[config.mk]
export PLATFORM = sky130hd
export DESIGN_NAME = graph_algorithm_control
export DESIGN_NICKNAME = d
export VERILOG_FILES = /design/src/design/graph_cu_pkg.sv /design/src/design/graph_algorithm_control.sv /design/src/design/cu_arbiter_control.sv /design/src/design/vertex_reduce_cu.sv /design/src/design/reset_control.sv
export SDC_FILE = /design/constraint.sdc
export NUM_CORES = 1
export LEC_CHECK = 0
export BUFFER_PORTS_ARGS = -buffer_cell sky130_fd_sc_hd__clkbuf_2
export CAP_MARGIN = 5
export CORE_MARGIN = 2
export CORE_UTILIZATION = 56
export CTS_BUF_LIST = sky130_fd_sc_hd__clkbuf_4 sky130_fd_sc_hd__clkbuf_8
export CTS_CLUSTER_SIZE = 28
export DETAILED_ROUTE_END_ITERATION = 10
export PLACE_DENSITY = 0.79
export SLEW_MARGIN = 20
export SYNTH_ARGS = -nofsm -noshare
export SYNTH_HDL_FRONTEND = slang
export SYNTH_SLANG_ARGS = --single-unit
export TNS_END_PERCENT = 1
[constraint.sdc]
create_clock -name clock -period 6.5 [get_ports clock]
set_clock_uncertainty 0.1 [all_clocks]
set_input_delay 1.95 -clock clock [delete_from_list [all_inputs] [get_ports clock]]
set_output_delay 1.95 -clock clock [all_outputs]
set_load 0.1 [all_outputs]
[src/design/graph_cu_pkg.sv]
// Graph control shared types
package graph_cu_pkg;

	// Default unit count for the top level
	parameter int default_num_vertex_cu = 4;

	////////////////////
	// Scalar types
	////////////////////

	typedef logic [15:0] vertex_id_t;
	typedef logic [15:0] edge_index_t;

	// Neighbor value and result, sum wraps at 16 bits
	typedef logic [15:0] value_t;

	// Unit index, at most 16 units
	typedef logic [3:0] cu_tag_t;

	// Done counters
	typedef logic [31:0] count_t;

	// Reduction select, bit 0 of the configuration word
	typedef enum logic {
		op_sum = 1'b0,
		op_max = 1'b1
	} reduce_op_e;

	////////////////////
	// Bus records
	////////////////////

	// One vertex job, edge count is never zero
	typedef struct packed {
		logic        valid;
		vertex_id_t  vertex_id;
		edge_index_t first_edge;
		logic [7:0]  edge_count;
	} vertex_job_t;

	typedef struct packed {
		logic        valid;
		cu_tag_t     tag;
		edge_index_t address;
	} read_command_t;

	// Returned neighbor value, tag names the unit
	typedef struct packed {
		logic    valid;
		cu_tag_t tag;
		value_t  value;
	} read_data_t;

	typedef struct packed {
		logic       valid;
		vertex_id_t vertex_id;
		value_t     value;
	} edge_data_write_t;

endpackage
[src/design/graph_algorithm_control.sv]
// Graph algorithm control top
module graph_algorithm_control import graph_cu_pkg::*; #(
	parameter int NUM_VERTEX_CU = default_num_vertex_cu
) (
	input  logic             clock,
	input  logic             rstn_input,
	input  logic             enabled_in,
	input  logic [31:0]      cu_configure,
	input  vertex_job_t      vertex_job,
	input  read_data_t       read_data_in,
	input  logic             read_command_bus_grant,
	input  logic             write_command_bus_grant,
	output logic             vertex_job_request,
	output read_command_t    read_command_out,
	output logic             read_command_bus_request,
	output edge_data_write_t edge_data_write_out,
	output count_t           vertex_job_counter_done,
	output count_t           edge_job_counter_done
);

	logic        rstn_core;
	logic        rstn_capture;
	logic        rstn_drive;
	logic        cu_rstn;
	logic        enabled;
	logic [31:0] cu_configure_latched;
	reduce_op_e  reduce_op;

	vertex_job_t vertex_job_payload;
	vertex_job_t vertex_job_latched;
	logic        vertex_job_valid;
	read_data_t  read_data_payload;
	read_data_t  read_data_latched;
	logic        read_data_valid;
	logic        read_grant_latched;
	logic        write_grant_latched;

	vertex_job_t [NUM_VERTEX_CU-1:0]      vertex_job_cu;
	read_command_t [NUM_VERTEX_CU-1:0]    read_command_cu;
	read_data_t [NUM_VERTEX_CU-1:0]       read_data_cu;
	edge_data_write_t [NUM_VERTEX_CU-1:0] edge_data_write_cu;
	logic [NUM_VERTEX_CU-1:0]             idle_cu;
	logic [NUM_VERTEX_CU-1:0]             read_request_cu;
	logic [NUM_VERTEX_CU-1:0]             read_grant_cu;
	logic [NUM_VERTEX_CU-1:0]             write_request_cu;
	logic [NUM_VERTEX_CU-1:0]             write_grant_cu;
	logic [NUM_VERTEX_CU-1:0]             edges_done_cu;
	logic [NUM_VERTEX_CU-1:0]             vertex_done_cu;

	logic             job_request_arb;
	logic             read_bus_request_arb;
	read_command_t    read_command_arb;
	edge_data_write_t edge_data_write_arb;
	count_t           vertex_count_arb;
	count_t           edge_count_arb;

	////////////////////
	// Reset and enable
	////////////////////

	// Separate copies for core, input and output flops
	always_ff @(posedge clock or negedge rstn_input) begin
		if (!rstn_input) begin
			rstn_core    <= 1'b0;
			rstn_capture <= 1'b0;
			rstn_drive   <= 1'b0;
		end else begin
			rstn_core    <= 1'b1;
			rstn_capture <= 1'b1;
			rstn_drive   <= 1'b1;
		end
	end

	always_ff @(posedge clock or negedge rstn_capture) begin
		if (!rstn_capture) begin
			enabled              <= 1'b0;
			vertex_job_valid     <= 1'b0;
			read_data_valid      <= 1'b0;
			read_grant_latched   <= 1'b0;
			write_grant_latched  <= 1'b0;
			cu_configure_latched <= '0;
		end else begin
			enabled             <= enabled_in;
			vertex_job_valid    <= enabled && vertex_job.valid;
			read_data_valid     <= enabled && read_data_in.valid;
			read_grant_latched  <= enabled && read_command_bus_grant;
			write_grant_latched <= enabled && write_command_bus_grant;
			// Zero word means no update
			if (|cu_configure)
				cu_configure_latched <= cu_configure;
		end
	end

	always_ff @(posedge clock) begin
		vertex_job_payload <= vertex_job;
		read_data_payload  <= read_data_in;
	end

	always_comb begin
		vertex_job_latched       = vertex_job_payload;
		vertex_job_latched.valid = vertex_job_valid;
		read_data_latched        = read_data_payload;
		read_data_latched.valid  = read_data_valid;
	end

	assign reduce_op = cu_configure_latched[0] ? op_max : op_sum;

	////////////////////
	// Output registers
	////////////////////

	always_ff @(posedge clock or negedge rstn_drive) begin
		if (!rstn_drive) begin
			vertex_job_request       <= 1'b0;
			read_command_out         <= '0;
			read_command_bus_request <= 1'b0;
			edge_data_write_out      <= '0;
			vertex_job_counter_done  <= '0;
			edge_job_counter_done    <= '0;
		end else begin
			vertex_job_request       <= job_request_arb;
			read_command_out         <= read_command_arb;
			read_command_bus_request <= read_bus_request_arb;
			edge_data_write_out      <= edge_data_write_arb;
			vertex_job_counter_done  <= vertex_count_arb;
			edge_job_counter_done    <= edge_count_arb;
		end
	end

	////////////////////
	// Units and arbiter
	////////////////////

	for (genvar i = 0; i < NUM_VERTEX_CU; i++) begin : gen_cu
		vertex_reduce_cu #(
			.CU_ID(i)
		) cu_inst (
			.clock               (clock),
			.rstn_input          (cu_rstn),
			.enabled_in          (enabled),
			.reduce_op           (reduce_op),
			.job_in              (vertex_job_cu[i]),
			.read_data_in        (read_data_cu[i]),
			.read_command_grant  (read_grant_cu[i]),
			.write_grant         (write_grant_cu[i]),
			.idle                (idle_cu[i]),
			.read_command_out    (read_command_cu[i]),
			.read_command_request(read_request_cu[i]),
			.edge_data_write_out (edge_data_write_cu[i]),
			.write_request       (write_request_cu[i]),
			.edges_done_pulse    (edges_done_cu[i]),
			.vertex_done_pulse   (vertex_done_cu[i])
		);
	end

	// No job requests until the units leave reset
	cu_arbiter_control #(
		.NUM_VERTEX_CU(NUM_VERTEX_CU)
	) arbiter_inst (
		.clock                   (clock),
		.rstn_input              (rstn_core),
		.enabled_in              (enabled && cu_rstn),
		.vertex_job              (vertex_job_latched),
		.idle_cu                 (idle_cu),
		.read_command_cu         (read_command_cu),
		.read_request_cu         (read_request_cu),
		.edge_data_write_cu      (edge_data_write_cu),
		.write_request_cu        (write_request_cu),
		.read_data_in            (read_data_latched),
		.read_command_bus_grant  (read_grant_latched),
		.write_command_bus_grant (write_grant_latched),
		.edges_done_cu           (edges_done_cu),
		.vertex_done_cu          (vertex_done_cu),
		.vertex_job_cu           (vertex_job_cu),
		.vertex_job_request      (job_request_arb),
		.read_grant_cu           (read_grant_cu),
		.read_data_cu            (read_data_cu),
		.read_command_out        (read_command_arb),
		.read_command_bus_request(read_bus_request_arb),
		.write_grant_cu          (write_grant_cu),
		.edge_data_write_out     (edge_data_write_arb),
		.vertex_job_counter_done (vertex_count_arb),
		.edge_job_counter_done   (edge_count_arb)
	);

	reset_control reset_inst (
		.clock        (clock),
		.external_rstn(rstn_core),
		.rstn         (cu_rstn)
	);

endmodule

[src/design/cu_arbiter_control.sv]
// Compute unit arbiter and dispatch
module cu_arbiter_control import graph_cu_pkg::*; #(
	parameter int NUM_VERTEX_CU = default_num_vertex_cu
) (
	input  logic                                 clock,
	input  logic                                 rstn_input,
	input  logic                                 enabled_in,
	input  vertex_job_t                          vertex_job,
	input  logic [NUM_VERTEX_CU-1:0]             idle_cu,
	input  read_command_t [NUM_VERTEX_CU-1:0]    read_command_cu,
	input  logic [NUM_VERTEX_CU-1:0]             read_request_cu,
	input  edge_data_write_t [NUM_VERTEX_CU-1:0] edge_data_write_cu,
	input  logic [NUM_VERTEX_CU-1:0]             write_request_cu,
	input  read_data_t                           read_data_in,
	input  logic                                 read_command_bus_grant,
	input  logic                                 write_command_bus_grant,
	input  logic [NUM_VERTEX_CU-1:0]             edges_done_cu,
	input  logic [NUM_VERTEX_CU-1:0]             vertex_done_cu,
	output vertex_job_t [NUM_VERTEX_CU-1:0]      vertex_job_cu,
	output logic                                 vertex_job_request,
	output logic [NUM_VERTEX_CU-1:0]             read_grant_cu,
	output read_data_t [NUM_VERTEX_CU-1:0]       read_data_cu,
	output read_command_t                        read_command_out,
	output logic                                 read_command_bus_request,
	output logic [NUM_VERTEX_CU-1:0]             write_grant_cu,
	output edge_data_write_t                     edge_data_write_out,
	output count_t                               vertex_job_counter_done,
	output count_t                               edge_job_counter_done
);

	logic [4:0] pending_jobs;
	logic [4:0] idle_count;
	logic       job_taken;
	cu_tag_t    read_last;
	cu_tag_t    read_winner;
	cu_tag_t    write_last;
	cu_tag_t    write_winner;

	function automatic logic [4:0] count_ones(input logic [NUM_VERTEX_CU-1:0] bits);
		logic [4:0] total;
		total = '0;
		for (int i = 0; i < NUM_VERTEX_CU; i++)
			total = total + 5'(bits[i]);
		return total;
	endfunction

	// Nearest requester after the last winner
	function automatic logic [NUM_VERTEX_CU-1:0] rr_pick(
		input logic [NUM_VERTEX_CU-1:0] req,
		input cu_tag_t                  last
	);
		logic [NUM_VERTEX_CU-1:0] pick;
		int                       idx;
		pick = '0;
		for (int k = NUM_VERTEX_CU; k >= 1; k--) begin
			idx = (int'(last) + k) % NUM_VERTEX_CU;
			if (req[idx]) begin
				pick      = '0;
				pick[idx] = 1'b1;
			end
		end
		return pick;
	endfunction

	////////////////////
	// Job dispatch
	////////////////////

	assign idle_count = count_ones(idle_cu);

	// Lowest idle unit takes the job
	always_comb begin
		job_taken = 1'b0;
		for (int i = 0; i < NUM_VERTEX_CU; i++) begin
			vertex_job_cu[i]       = vertex_job;
			vertex_job_cu[i].valid = 1'b0;
			if (vertex_job.valid && idle_cu[i] && !job_taken) begin
				vertex_job_cu[i].valid = 1'b1;
				job_taken              = 1'b1;
			end
		end
	end

	// Request pulses never sit back to back
	always_ff @(posedge clock or negedge rstn_input) begin
		if (!rstn_input) begin
			vertex_job_request <= 1'b0;
			pending_jobs       <= '0;
		end else begin
			vertex_job_request <= !vertex_job_request && enabled_in &&
				(idle_count > pending_jobs);
			if (vertex_job_request && !(job_taken && (pending_jobs != 5'd0)))
				pending_jobs <= pending_jobs + 5'd1;
			else if (!vertex_job_request && job_taken && (pending_jobs != 5'd0))
				pending_jobs <= pending_jobs - 5'd1;
		end
	end

	////////////////////
	// Bus arbitration
	////////////////////

	assign read_grant_cu  = rr_pick(read_request_cu, read_last) &
		{NUM_VERTEX_CU{read_command_bus_grant}};
	assign write_grant_cu = rr_pick(write_request_cu, write_last) &
		{NUM_VERTEX_CU{write_command_bus_grant}};
	assign read_command_bus_request = |read_request_cu;

	always_comb begin
		read_command_out    = '0;
		edge_data_write_out = '0;
		read_winner         = read_last;
		write_winner        = write_last;
		for (int i = 0; i < NUM_VERTEX_CU; i++) begin
			if (read_grant_cu[i]) begin
				read_command_out = read_command_cu[i];
				read_winner      = cu_tag_t'(i);
			end
			if (write_grant_cu[i]) begin
				edge_data_write_out = edge_data_write_cu[i];
				write_winner        = cu_tag_t'(i);
			end
		end
	end

	// Data goes back to the unit named by its tag
	always_comb begin
		for (int i = 0; i < NUM_VERTEX_CU; i++) begin
			read_data_cu[i]       = read_data_in;
			read_data_cu[i].valid = read_data_in.valid && (read_data_in.tag == cu_tag_t'(i));
		end
	end

	always_ff @(posedge clock or negedge rstn_input) begin
		if (!rstn_input) begin
			read_last               <= cu_tag_t'(NUM_VERTEX_CU - 1);
			write_last              <= cu_tag_t'(NUM_VERTEX_CU - 1);
			vertex_job_counter_done <= '0;
			edge_job_counter_done   <= '0;
		end else begin
			read_last               <= read_winner;
			write_last              <= write_winner;
			vertex_job_counter_done <= vertex_job_counter_done +
				count_t'(count_ones(vertex_done_cu));
			edge_job_counter_done   <= edge_job_counter_done +
				count_t'(count_ones(edges_done_cu));
		end
	end

	a_grants_onehot : assert property (@(posedge clock) disable iff (!rstn_input)
		$onehot0(read_grant_cu) && $onehot0(write_grant_cu))
		else $error("more than one unit granted");

	// Every arriving job finds an idle unit
	a_job_placed : assert property (@(posedge clock) disable iff (!rstn_input)
		vertex_job.valid |-> job_taken)
		else $error("job for vertex %0d had no idle unit", vertex_job.vertex_id);

endmodule

[src/design/vertex_reduce_cu.sv]
// Vertex reduction unit
module vertex_reduce_cu import graph_cu_pkg::*; #(
	parameter int CU_ID = 0
) (
	input  logic             clock,
	input  logic             rstn_input,
	input  logic             enabled_in,
	input  reduce_op_e       reduce_op,
	input  vertex_job_t      job_in,
	input  read_data_t       read_data_in,
	input  logic             read_command_grant,
	input  logic             write_grant,
	output logic             idle,
	output read_command_t    read_command_out,
	output logic             read_command_request,
	output edge_data_write_t edge_data_write_out,
	output logic             write_request,
	output logic             edges_done_pulse,
	output logic             vertex_done_pulse
);

	typedef enum logic [1:0] {
		state_idle,
		state_fetch,
		state_wait_data,
		state_write_result
	} cu_state_e;

	cu_state_e   state;
	logic [7:0]  edges_left;
	vertex_id_t  vertex_id;
	edge_index_t next_edge;
	value_t      accum;
	logic        job_accept;
	logic        data_accept;

	assign job_accept  = (state == state_idle) && enabled_in && job_in.valid;
	assign data_accept = (state == state_wait_data) && read_data_in.valid;

	// One command in flight until its datum returns
	always_ff @(posedge clock or negedge rstn_input) begin
		if (!rstn_input) begin
			state      <= state_idle;
			edges_left <= '0;
		end else begin
			case (state)
				state_idle: begin
					if (job_accept) begin
						state      <= state_fetch;
						edges_left <= job_in.edge_count;
					end
				end
				state_fetch: begin
					if (read_command_grant)
						state <= state_wait_data;
				end
				state_wait_data: begin
					if (data_accept) begin
						edges_left <= edges_left - 8'd1;
						if (edges_left == 8'd1)
							state <= state_write_result;
						else
							state <= state_fetch;
					end
				end
				state_write_result: begin
					if (write_grant)
						state <= state_idle;
				end
				default: state <= state_idle;
			endcase
		end
	end

	// Job fields and running reduction
	always_ff @(posedge clock) begin
		if (job_accept) begin
			vertex_id <= job_in.vertex_id;
			next_edge <= job_in.first_edge;
			accum     <= '0;
		end
		if ((state == state_fetch) && read_command_grant)
			next_edge <= next_edge + 16'd1;
		if (data_accept) begin
			if (reduce_op == op_max) begin
				if (read_data_in.value > accum)
					accum <= read_data_in.value;
			end else begin
				accum <= accum + read_data_in.value;
			end
		end
	end

	assign idle                 = (state == state_idle);
	assign read_command_request = (state == state_fetch);
	assign write_request        = (state == state_write_result);
	assign edges_done_pulse     = data_accept;
	assign vertex_done_pulse    = write_request && write_grant;

	always_comb begin
		read_command_out.valid   = read_command_request;
		read_command_out.tag     = cu_tag_t'(CU_ID);
		read_command_out.address = next_edge;

		edge_data_write_out.valid     = write_request;
		edge_data_write_out.vertex_id = vertex_id;
		edge_data_write_out.value     = accum;
	end

	// Idle units never win the read bus
	a_no_request_when_idle : assert property (@(posedge clock) disable iff (!rstn_input)
		idle |-> !read_command_grant)
		else $error("unit %0d granted a read command while idle", CU_ID);

	// Arbiter must route data by tag
	a_data_tag_match : assert property (@(posedge clock) disable iff (!rstn_input)
		read_data_in.valid |-> (read_data_in.tag == cu_tag_t'(CU_ID)))
		else $error("unit %0d got data tagged %0d", CU_ID, read_data_in.tag);

endmodule

[src/design/reset_control.sv]
// Compute unit reset release
module reset_control (
	input  logic clock,
	input  logic external_rstn,
	output logic rstn
);

	localparam logic [2:0] hold_cycles = 3'd4;

	logic [1:0] sync_stage;
	logic [2:0] hold_count;

	// Two flops, then a short count before release
	always_ff @(posedge clock or negedge external_rstn) begin
		if (!external_rstn) begin
			sync_stage <= '0;
			hold_count <= '0;
			rstn       <= 1'b0;
		end else begin
			sync_stage <= {sync_stage[0], 1'b1};
			if (sync_stage[1] && (hold_count != hold_cycles))
				hold_count <= hold_count + 3'd1;
			rstn <= (hold_count == hold_cycles);
		end
	end

endmodule

# Word level (Yosys, flattened, before mapping)
# Cells that the tools add are included.
classes:
  n_addsub: 34
  n_lt_le_gt_ge: 21
  n_eq_ne: 37
  mux: 134
  bitwise: 10
  reduce_logical: 91
op_table:
  columns: ["operator", "n"]
  rows:
  - ["16-bit 2-to-1 mux", 24]
  - ["33-bit 2-to-1 mux", 4]
  - ["21-bit 2-to-1 mux", 4]
  - ["16-bit by 1-bit adder with 16-bit output, second input constant", 4]
  - ["16-bit adder", 4]
  - ["32-bit by 5-bit adder with 32-bit output", 2]
  - ["16-bit greater-than comparator", 4]
  - ["8-bit 2-to-1 mux", 8]
  - ["8-bit case mux with 2 select lines", 4]
  - ["2-bit 2-to-1 mux", 28]
  - ["1-bit logical AND", 51]
  - ["8-bit by 1-bit equality test with 1-bit output, second input constant", 4]
  - ["3-bit by 4-bit less-than comparator with 1-bit output, second input constant", 8]
  - ["1-bit 2-to-1 mux", 32]
  - ["4-bit 2-to-1 mux", 8]
  - ["2-bit case mux with 4 select lines", 4]
  - ["32-bit OR reduction", 1]
  - ["8-bit by 1-bit subtractor with 8-bit output, second input constant", 4]
  - ["5-bit by 1-bit adder with 5-bit output", 6]
  - ["3-bit by 1-bit greater-or-equal comparator with 1-bit output, second input constant", 8]
  - ["2-bit by 1-bit inequality test with 1-bit output, second input constant", 12]
  - ["2-bit nonzero test", 9]
  - ["1-bit binary-select mux with 2-bit select", 8]
  - ["1-bit demux with 2-bit select", 8]
  - ["26 further kinds", 78]
totals:
  reg_bits: 499
  in_bits: 99
  output_inout_bits: 120
  elab_cells: 378

# Longest topological paths before layout
# Gate-level depths: netlist of run 1.
depth:
  word_depth: 17
  ltp_mapped: 21
  ltp_nobuf: 19

# Modules after synthesis
# Synthesis of run 1 repeated with hierarchy kept, for this count alone.
unflattened:
  hier_cells: 2974
  hier_area_um2: 28630.0
modules_own_cells:
  columns: ["mod", "n_inst", "cells_each", "area_per_inst_um2", "seq_area_each_um2"]
  rows:
  - ["cu_arbiter_control", 1, 1024, 8281.7, 1856.8]
  - ["vertex_reduce_cu (gen_cu[1].cu_inst ...)", 2, 433, 3902.5, 1531.5]
  - ["graph_algorithm_control", 1, 204, 4511.8, 4379.2]
  - ["vertex_reduce_cu (gen_cu[0].cu_inst)", 1, 432, 3898.7, 1531.5]
  - ["vertex_reduce_cu (gen_cu[3].cu_inst)", 1, 430, 3887.5, 1531.5]
  - ["reset_control", 1, 18, 245.2, 150.1]

# Worst setup path after synthesis of run 1
# No wires, ideal clock.
synth_path:
  path_type: "register to register"
  startpoint: "register arbiter_inst.write_last[0]"
  endpoint: "register arbiter_inst.vertex_job_counter_done[29]"
  setup_ps: 123
  arrival_ps: 4735
  t_required_ps: 6277
  path_slack_ps: 1543
  path_stages_with_launch: 20
  path_buffers: 2
  period_less_slack_ps: 4957
  cell_sequence: "dfstp_2 > buf_4 > inv_2 > ha_1 > mux4_2 > and2_4 > a311oi_4 > and2_1 > ha_1 > fa_1 > ha_1 > ha_1 > a21o_1 > a21oi_1 > or4b_1 > clkbuf_1 > nor2_1 > and2_1 > nand3_1 > xnor2_1"
synth_between:
  elab_chain_len: 17
  elab_cells_between_ends: 57
  classes_between: "add/sub (8); order compare (8); mux (24); bitwise (5); reduce/logical (12)"
synth_rtl:
  columns: ["item", "line", "source"]
  rows:
  - ["start, declared", "cu_arbiter_control.sv:36", "cu_tag_t write_last;"]
  - ["start signal, assigned", "cu_arbiter_control.sv:137", "write_last <= cu_tag_t'(NUM_VERTEX_CU - 1);"]
  - ["start signal, assigned", "cu_arbiter_control.sv:142", "write_last <= write_winner;"]
  - ["2-bit by 1-bit adder with 2-bit output", "cu_arbiter_control.sv:56", "idx = (int'(last) + k) % NUM_VERTEX_CU;"]
  - ["2-bit OR reduction (no source line)", null, null]
  - ["1-bit bitwise AND (no source line)", null, null]
  - ["3-bit by 4-bit less-than comparator with 1-bit output (not written as such) / 3-bit by 1-bit greater-or-equal comparator with 1-bit output (equally long branches)", "cu_arbiter_control.sv:59", "pick[idx] = 1'b1;"]
  - ["1-bit logical AND (not written as such)", "cu_arbiter_control.sv:59", null]
  - ["1-bit 2-to-1 mux (not written as such)", "cu_arbiter_control.sv:59", null]
  - ["1-bit demux with 2-bit select", null, null]
  - ["4-bit 2-to-1 mux (3 in a row)", "cu_arbiter_control.sv:57", "if (req[idx]) begin"]
  - ["4-bit 2-to-1 mux (*)", "cu_arbiter_control.sv:57", null]
  - ["4-bit bitwise AND (*)", "cu_arbiter_control.sv:105", "assign write_grant_cu = rr_pick(write_request_cu, write_last) &"]
  - ["1-bit logical AND", "vertex_reduce_cu.sv:98", "assign vertex_done_pulse = write_request && write_grant;"]
  - ["1-bit by 1-bit adder with 2-bit output", "cu_arbiter_control.sv:43", "total = total + 5'(bits[i]);"]
  - ["5-bit by 1-bit adder with 5-bit output", "cu_arbiter_control.sv:43", null]
  - ["5-bit by 1-bit adder with 5-bit output (*)", "cu_arbiter_control.sv:43", null]
  - ["32-bit by 5-bit adder with 32-bit output (*)", "cu_arbiter_control.sv:143", "vertex_job_counter_done <= vertex_job_counter_done +"]
  - ["end signal, assigned", "cu_arbiter_control.sv:143", null]
  - ["end, declared", "cu_arbiter_control.sv:27", "output count_t vertex_job_counter_done,"]
# Every way passes the cells marked *; elsewhere a longest branch is shown, timed or not. The select of a mux whose other input is x is not followed.
# A chain may end at the register's enable or synchronous reset.

# Final worst setup path of run 1
layout_path:
  startpoint: "register arbiter_inst.write_last[0]"
  endpoint: "register arbiter_inst.vertex_job_counter_done[30]"
# The elaborated chain is that of the path after synthesis.

==> metrics, run 1 <==
outcome complete, no violations; Root Driver clkbuf_8; Finished Core Util 0.641; vias slightly above 20000; total placed cells including tap cells 3235; Leakage 12.7 nW; Avg Cell Area, Syn 10.3 sq um; Yosys Warn Count 0; DIE HEIGHT about 220 um; DRC 0; sequential area share after synthesis 0.489; initial core utilization 0.564; Final Non-Filler Cells 3389; layout cells sized above 1 0.174; Reg clk slew, reported paths 70 ps; Pwr per Cell Area 382 nW/um^2; Congestion Overflow GR 0; initial antenna violation count 1; clock share of power 0.267; total core area roughly 45000 sq um; slew margin rel. 0.357; combinational share of power 0.361; pin count of the biggest net entering global routing 154; WS Path Type reg -> reg; Psw 4.43 mW; Worst setup SP type register; # hold bufs at CTS 0; final setup violation count 0; Worst Path Arrival ~6100 ps; number of flops mapped to enable cells by yosys between 100 and 150; first-pass GRT wire length 108000 um; maximum clock path buffer count 3; I/O Pins 219; worst reg2reg path depth 18; TritonCTS clock tree yes; Port Buffers approximately 220; post-synth top area cell dfrtp_1; Skew-Pair Late Insertion Delay 690 ps; Setup Buffers After CTS 0; Hold WS 225 ps; detail-routed via count per cell 6.07; max_cap viols 0; Cell Area, Synth 25500 sq um; WP data required 6950 ps; setup TNS 0 ps; final wirelength between 60000 and 70000 um; H-Tree Depth 3; Seq pwr share 0.372; Worst-Margin Slew about 960 ps; Pint approximately 6.6 mW; Site Rows 78; DRC marker count from the first detailed-route iteration 1936; Num CTS Buffers 83; fraction of registers with async set/reset 0.493; #FFs+latches synth 497; Yosys top cell area share 0.237; RSZ-0062 raised after global routing false; most common cell after layout, fill and taps aside dfrtp_1; vias in the first global route 20300; fmax 0.176 GHz; Post-CTS Resized 0; Critical Path End Type register; average wire per cell in the routed design 20.2 um; Antenna Nets Post-Route 0; Mapped Cells 2476; GP Congestion 0.931; period utilization 0.873; drt pass-1 iters 6; Final #Nets 2993; most frequent cells in the layout dfrtp_1, clkbuf_2, nor2_1; # clock sinks 497; GRT Util Overall 0.290; Synth area leaders dfrtp_1, edfxtp_1, dfxtp_1, ha_1, xnor2_1; Post-synth top flop dfrtp_1; count of cell types in the netlist 94; Final Max Slew Viols 0; Fin. Hold Viols 0; die extent in x 217 um; Inserted Diodes 0; crit path time final 5680 ps; sw frac 0.401; DIE AREA 47200 sq um; Worst Hold Class reg -> async; total power draw 11.0 mW; VDD IR-drop max 0.356 mV; worst-path fanout max 8; post-DP HPWL 48100 um; Synth-to-Final Area Change 13.6%
## final timing paths
kind                                                                 end  slack (ps)                        from
min in group clock                              reset_inst.sync_stage[1]         270    reset_inst.sync_stage[0]
worst min register to register                gen_cu[1].cu_inst.state[0]         230             reset_inst.rstn
max in group asynchronous                       edge_job_counter_done[3]        4730                  rstn_drive
worst max-delay path            arbiter_inst.vertex_job_counter_done[30]         820  arbiter_inst.write_last[0]
worst min-delay path                          gen_cu[1].cu_inst.state[0]         230             reset_inst.rstn
worst max register to register  arbiter_inst.vertex_job_counter_done[30]         820  arbiter_inst.write_last[0]
## critical path, stage by stage, from the launching register on
cell and delay (ps):
dfstp_2 660, inv_2 110, ha_1 390, mux4_2 390, and2_4 210, a311oi_4 440
and2_1 270, ha_1 290, fa_1 420, ha_1 320, inv_1 60, fa_1 430
inv_1 70, a21o_1 190, nor2b_1 220, nand2_1 160, nor3_1 470, nand3_1 160
xnor2_1 170
## power groups by stage
stage / clock, mW / combinational, mW / sequential, mW
finish: 2.95 / 3.98 / 4.11
global route: 3.14 / 4.32 / 4.16
CTS: 3.01 / 3.93 / 4.10
detailed placement: 0 / 3.90 / 4.15
global placement: 0 / 3.78 / 4.13
floorplan: 0 / 2.47 / 4.66
## synthesized netlist by cell type (all sizes together), types with 49 or more instances
cell type  instances
a22oi             62
edfxtp           128
dfrtp            241
ha               164
nand2            179
o21ai            164
a21oi            149
nor3              49
xnor2            109
inv              153
nor2             203
nand3            129
dfxtp            124
xor2              60
## per-layer routing
metal | part of all wire | track usage
met1 | 0.41 | 0.375
met2 | 0.46 | 0.470
met3 | 0.085 | 0.0611
met4 | 0.044 | 0.136
met5 | 0.00015 | 0
## registers in the layout, indices dropped and copies added (netlist names), 32 cells and up
signal / cells
arbiter_inst.vertex_job_counter_done: 32
gen_cu.cu_inst.accum: 64
gen_cu.cu_inst.next_edge: 64
vertex_job_counter_done: 32
vertex_job_latched: 40
gen_cu.cu_inst.vertex_id: 64
gen_cu.cu_inst.edges_left: 32
edge_job_counter_done: 32
edge_data_write_out: 33
arbiter_inst.edge_job_counter_done: 32
## cells by family after synthesis
logic type	after synthesis	synth area share
flip-flops	497	0.489
multiplexers	25	0.0150
other	2	0.000295
buffers and inverters	243	0.0398
adder cells (fa/ha/maj)	174	0.0884
AO/OA/AOI/OAI	604	0.165
XOR/XNOR	169	0.0581
AND/OR/NAND/NOR	762	0.144
## area by class of cell
class,instances,area [sq um]
inverter,157,589
timing repair buffer,243,1300
clock inverter,33,273
clock buffer,121,1530
fill,3502,16200
sequential,497,12500
tap,600,751
multi-input combinational,1738,12000
## per-stage QoR
step / setup slack (ps) / cell area, sq um
2_1_floorplan: 241 / 25500
3_3_place_gp: 1070 / 27100
6_report: 825 / 28900
4_1_cts: 811 / 28900
3_5_place_dp: 905 / 27100
5_1_grt: 573 / 28900
(Power assumes the default switching activity.)
==> inputs of run 2 (changes only) <==
- CTS_BUF_LIST: sky130_fd_sc_hd__clkbuf_4 sky130_fd_sc_hd__clkbuf_8 -> sky130_fd_sc_hd__clkbuf_2
==> run 2 against run 1 <==
  * Power down 5.7%
  * Count of clock-buffer cells in the layout up 80
  * Non-clock buffer count unchanged
  * Largest cell class unchanged
  * Via count up 1.1%
  * Routed wire length down 0.11%
  * Hold slack worse by 48 ps
  * Critical endpoint is now arbiter_inst.vertex_job_counter_done[29]
  * Clock power down 21%
  * Flip-flop and latch count unchanged
  * Register-to-register slack better by 70 ps
  * Sequential power about the same
  * Combinational power about the same
  * Critical path depth down 1
==> metrics, run 2 (synthesized netlist as in run 1, its figures left out) <==
period utilization 0.863 (-0.0101); GP Congestion 0.931 (unchanged); final wirelength 68500 um (-0.11%); Worst Hold Class reg -> async; crit path time final 5610 ps (-65.6 ps); Port Buffers 216 (unchanged); I/O Pins 219 (unchanged); # clock sinks 497 (unchanged); Hold WS 177 ps (-48.5 ps); DRC 0 (unchanged); detail-routed via count per cell 5.98 (-1.5%); H-Tree Depth 4 (+1); worst reg2reg path depth 17 (-1); Multi-input gate area 12000 sq um (unchanged); GRT Util Overall 0.292 (+0.00194); Largest regs gen_cu.cu_inst.accum: 64 flops, gen_cu.cu_inst.next_edge: 64 flops, gen_cu.cu_inst.vertex_id: 64 flops; Pwr per Cell Area 366 nW/um^2 (-4.0%); DRC marker count from the first detailed-route iteration 2025 (+4.6%); Critical Path End Type register; total power draw 10.4 mW (-5.7%); Final Cell Area 28400 sq um (-1.7%); Antenna Nets Post-Route 0 (unchanged); Site Rows 78 (unchanged); most frequent CP cell ha_1; Reg clk slew, reported paths 100 ps (+30 ps); post-DP HPWL 48100 um (unchanged); slew margin rel. 0.354 (-0.00307); Worst-Margin Slew 968 ps (+5.12 ps); RR Endpoint arbiter_inst.vertex_job_counter_done[29]; drt pass-1 iters 8 (+2); FILL cells 3636 (+3.8%); Num CTS Buffers 132 (+59%); initial core utilization 0.564 (unchanged); r2r startpoint arbiter_inst.write_last[0]; WS Path Type reg -> reg; total core area 45200 sq um (unchanged); most common cell after layout, fill and taps aside clkbuf_2; max_cap viols 0 (unchanged); worst reg-to-reg setup slack 890 ps (+70 ps); final setup violation count 0 (unchanged); vias 20800 (+1.1%); WP data required 7570 ps (+620 ps); VDD IR-drop max 0.255 mV (-28%); setup TNS 0 ps (unchanged); fmax 0.178 GHz (+1.2%); RSZ-0062 raised after global routing false; Root Driver clkbuf_2; most frequent cells in the layout clkbuf_2, dfrtp_1, nor2_1; die extent in x 217 um (unchanged); Sequential Area 12500 sq um (unchanged); DIE AREA 47200 sq um (unchanged); Worst setup SP type register; Synth-to-Final Area Change 11.6%; initial antenna violation count 2 (+1); Fin. Hold Viols 0 (unchanged); first-pass GRT wire length 108000 um (unchanged); DIE HEIGHT 217 um (unchanged); Post-CTS Resized 0 (unchanged); worst-path fanout max 8 (unchanged); Crit-path slowest cell dfstp_2; pin count of the biggest net entering global routing 154 (unchanged); Setup Buffers After CTS 0 (unchanged); Leakage 12.7 nW (about the same); average wire per cell in the routed design 19.7 um (-2.7%); # hold bufs at CTS 0 (unchanged); outcome complete, no violations; crit-path cells inv_2 -> ha_1 -> mux4_2 -> and2_4 -> a311oi_4 -> and2_1 -> ha_1 -> fa_1 -> ha_1 -> ha_1 -> a21o_1 -> a21oi_1 -> or4b_1 -> nor2_1 -> and2_1 -> nand3_1 -> xnor2_1; layout cells sized above 1 0.193 (+0.0190); placed cell area 27100 sq um (unchanged); Final #Nets 3042 (+1.6%); Skew-Pair Late Insertion Delay 1350 ps (+660 ps); maximum clock path buffer count 3 (unchanged); TritonCTS clock tree yes; Congestion Overflow GR 0 (unchanged); Final Max Slew Viols 0 (unchanged); vias in the first global route 20800 (+2.2%); Worst Path Arrival 6680 ps (+560 ps); slowest cell delay on critical path 680 ps (+20 ps)
[run 2: changes by cell type in the layout (fill, tap and decap cells not counted), sizes merged]
cell | before | now
clkinv | 27 | 33
inv | 156 | 155
diode | 0 | 1
bufinv | 3 | 4
clkbuf | 337 | 417
clkinvlp | 4 | 6
[run 2: how the worst max path moves through the flow]
stage	start	endpoint	slack (ps)	depth (start not counted)
2_1_floorplan	rstn_drive	arbiter_inst.edge_job_counter_done[0]	240	0
3_3_place_gp	arbiter_inst.write_last[0]	arbiter_inst.vertex_job_counter_done[30]	1070	18
3_5_place_dp	arbiter_inst.write_last[0]	arbiter_inst.vertex_job_counter_done[30]	910	18
4_1_cts	arbiter_inst.write_last[0]	arbiter_inst.vertex_job_counter_done[30]	900	18
5_1_grt	arbiter_inst.write_last[0]	arbiter_inst.vertex_job_counter_done[31]	620	17
6_report	arbiter_inst.write_last[0]	arbiter_inst.vertex_job_counter_done[29]	890	17
[run 2: area by class of cell]
type / count / share of cell area
Antenna cell: 1 / 0.0000880
Clock buffer: 201 / 0.0354
Clock inverter: 41 / 0.0102
Inverter: 157 / 0.0207
Multi-Input combinational cell: 1738 / 0.423
Sequential cell: 497 / 0.438
Tap cell: 600 / 0.0264
Timing Repair Buffer: 243 / 0.0456
[run 2: per-stage QoR]
stage          std cells  worst slack [ps]  utilization
2_1_floorplan       2478               241            -
3_3_place_gp        3235              1070        0.601
3_5_place_dp        3235               905        0.601
4_1_cts             3477               903        0.629
5_1_grt             3478               617        0.630
6_report            3478               891        0.630
[run 2: routing by layer]
metal	global-route usage	up-vias	wire length, um
li1	-	9583	-
met1	0.372	9916	27400
met2	0.466	1067	31500
met3	0.0657	234	6470
met4	0.159	2	3120
met5	0	-	10
[run 2: where the power goes]
group          internal (mW)  switching, mW
logic                   1.34           2.64
clock network          0.989           1.35
registers               3.63          0.480
[run 2: worst max-delay path, delay by kind of cell (launching register included)]
kind,cells,cell delay (ps)
adders and majority gates,5,1710
and+or+nand+nor,6,1660
AOI/OAI and AO/OA,3,720
DFF,1,680
muxes,1,390
xor gates and xnor gates,1,140
buffers and inverters,1,110
==> inputs of run 3 (changes only) <==
- PLACE_DENSITY: 0.79 -> 0.8
==> run 3 against run 2 <==
  * Register-to-register slack about the same
  * Routed wire length increased by 1.3%
  * Cell count increased by 0.29%
  * Clock power increased by 3%
  * Worst setup slack got worse by 7.8 ps
  * Maximum frequency decreased by 0.14%
  * Sequential share of layout area decreased by 0.13 points
  * Critical path type unchanged
  * Largest cell class unchanged
  * Largest power group unchanged
==> metrics, run 3 (synthesized netlist as in run 1, its figures left out) <==
Critical Path End Type register; FILL cells 3640 (+0.11%); dpl ws 867 ps (-38.1 ps); DIE HEIGHT 217 um (unchanged); Port Buffers 216 (unchanged); Sequential Area 12500 sq um (unchanged); VDD IR-drop max 0.285 mV (+12%); Congestion Overflow GR 0 (unchanged); slew margin rel. 0.308 (-0.0461); Antenna Nets Post-Route 0 (unchanged); Multi-input gate area 12100 sq um (about the same); first-pass GRT wire length 109000 um (+0.63%); crit path time final 5620 ps (+7.78 ps); Worst-Margin Slew 1040 ps (+68.6 ps); Final Non-Filler Cells 3488 (+0.29%); met3 Track Usage GR 0.0626 (-0.00307); Root Driver clkbuf_2; Reg clk slew, reported paths 120 ps (+20 ps); Fin. Hold Viols 0 (unchanged); outcome complete, no violations; Setup Buffers After CTS 0 (unchanged); Synth-to-Final Area Change 12.0%; Post-CTS Resized 0 (unchanged); Final #Nets 3044 (+0.066%); die extent in x 217 um (unchanged); Worst Path Arrival 6720 ps (+40 ps); max_cap viols 0 (unchanged); Skew-Pair Late Insertion Delay 1360 ps (about the same); met2 usage 0.469 (+0.00330); vias 20700 (-0.31%); total placed cells including tap cells 3238 (+0.093%); initial antenna violation count 3 (+1); Worst Hold Class reg -> async; Num CTS Buffers 131 (-0.76%); Final WS setup 883 ps (-7.78 ps); setup TNS 0 ps (unchanged); DRC marker count from the first detailed-route iteration 1983 (-2.1%); most common cell after layout, fill and taps aside clkbuf_2; most frequent cells in the layout clkbuf_2, dfrtp_1, nor2_1; worst-path fanout max 8 (unchanged); period utilization 0.864 (+0.00120); Site Rows 78 (unchanged); post-DP HPWL 48600 um (+1.1%); global route hottest layer met2; H-Tree Depth 4 (unchanged); total power draw 10.5 mW (+0.78%); Largest regs gen_cu.cu_inst.accum: 64 flops, gen_cu.cu_inst.next_edge: 64 flops, gen_cu.cu_inst.vertex_id: 64 flops; WS Path Type reg -> reg; drt pass-1 iters 6 (-2); DIE AREA 47200 sq um (unchanged); Final Max Slew Viols 0 (unchanged); Worst setup SP type register; pin count of the biggest net entering global routing 74 (-52%); layout cells sized above 1 0.194 (+0.000426); fmax 0.178 GHz (-0.14%); # hold bufs at CTS 0 (unchanged); Finished Core Util 0.631 (+0.00186); Pwr per Cell Area 368 nW/um^2 (+0.48%); Final Cell Area 28500 sq um (+0.29%); RSZ-0062 raised after global routing false; WP data required 7600 ps (+30 ps); Leakage 12.7 nW (+0.23%); vias in the first global route 20800 (-0.13%); GRT Util Overall 0.295 (+0.00230); final wirelength 69400 um (+1.3%); initial core utilization 0.564 (unchanged); # clock sinks 497 (unchanged); detail-routed via count per cell 5.95 (-0.60%); total core area 45200 sq um (unchanged); I/O Pins 219 (unchanged); Hold WS 170 ps (-6.30 ps); placed cell area 27200 sq um (about the same); maximum clock path buffer count 3 (unchanged); met1 GRT Util 0.375 (+0.00382); TritonCTS clock tree yes; final setup violation count 0 (unchanged); GP Congestion 0.919 (-1.3%); average wire per cell in the routed design 19.9 um (+1.1%); DRC 0 (unchanged)
==> run 3: cell types whose count changed in the layout (fill, tap and decap cells not counted), sizes merged <==
cell | before | now
clkbuf | 417 | 412
clkinv | 33 | 39
diode | 1 | 7
inv | 155 | 154
buf | 27 | 30
bufinv | 4 | 6
clkinvlp | 6 | 5
==> run 3: layout make-up <==
| cell class | count | share of cell area |
|---|---|---|
| Inverter | 157 | 0.0207 |
| Clock buffer | 196 | 0.0344 |
| Multi-Input combinational cell | 1738 | 0.422 |
| Tap cell | 600 | 0.0263 |
| Clock inverter | 47 | 0.0130 |
| Antenna cell | 7 | 0.000614 |
| Sequential cell | 497 | 0.437 |
| Timing Repair Buffer | 246 | 0.0458 |
==> run 3: critical path, stage by stage, from the launching register on <==
cell and delay, ps:
dfstp_2 670, inv_2 100, ha_1 390, mux4_2 390
and2_4 210, a311oi_4 440, and2_1 260, ha_1 260
fa_1 400, ha_1 320, inv_1 60, fa_1 430
inv_1 70, a21o_1 200, nor2b_1 240, nand2_1 180
nor3_1 480, nand3_1 170, xnor2_1 160
==> run 3: path summary, 6_finish.rpt <==
path	cells past startpoint	slack, ps	from	endpoint
worst max-delay path	18	880	arbiter_inst.write_last[0]	arbiter_inst.vertex_job_counter_done[30]
worst min-delay path	0	170	rstn_drive	edge_data_write_out[1]
worst max register to register	18	880	arbiter_inst.write_last[0]	arbiter_inst.vertex_job_counter_done[30]
worst min register to register	0	170	rstn_drive	edge_data_write_out[1]
max in group asynchronous	1	4850	rstn_drive	edge_job_counter_done[12]
min in group clock	0	260	reset_inst.sync_stage[0]	reset_inst.sync_stage[1]
==> run 3: layer usage <==
| layer | share of wire | vias to the layer above |
|---|---|---|
| met5 | 0.00017 | - |
| met4 | 0.042 | 2 |
| met3 | 0.077 | 199 |
| met2 | 0.47 | 962 |
| met1 | 0.41 | 9991 |
| li1 | - | 9583 |
==> run 3: report_power, final <==
group	switching (mW)	total, mW	internal, mW	leakage, nW
clock network	1.35	2.40	1.06	0.978
logic	2.65	4.00	1.34	6.29
registers	0.466	4.09	3.63	5.45
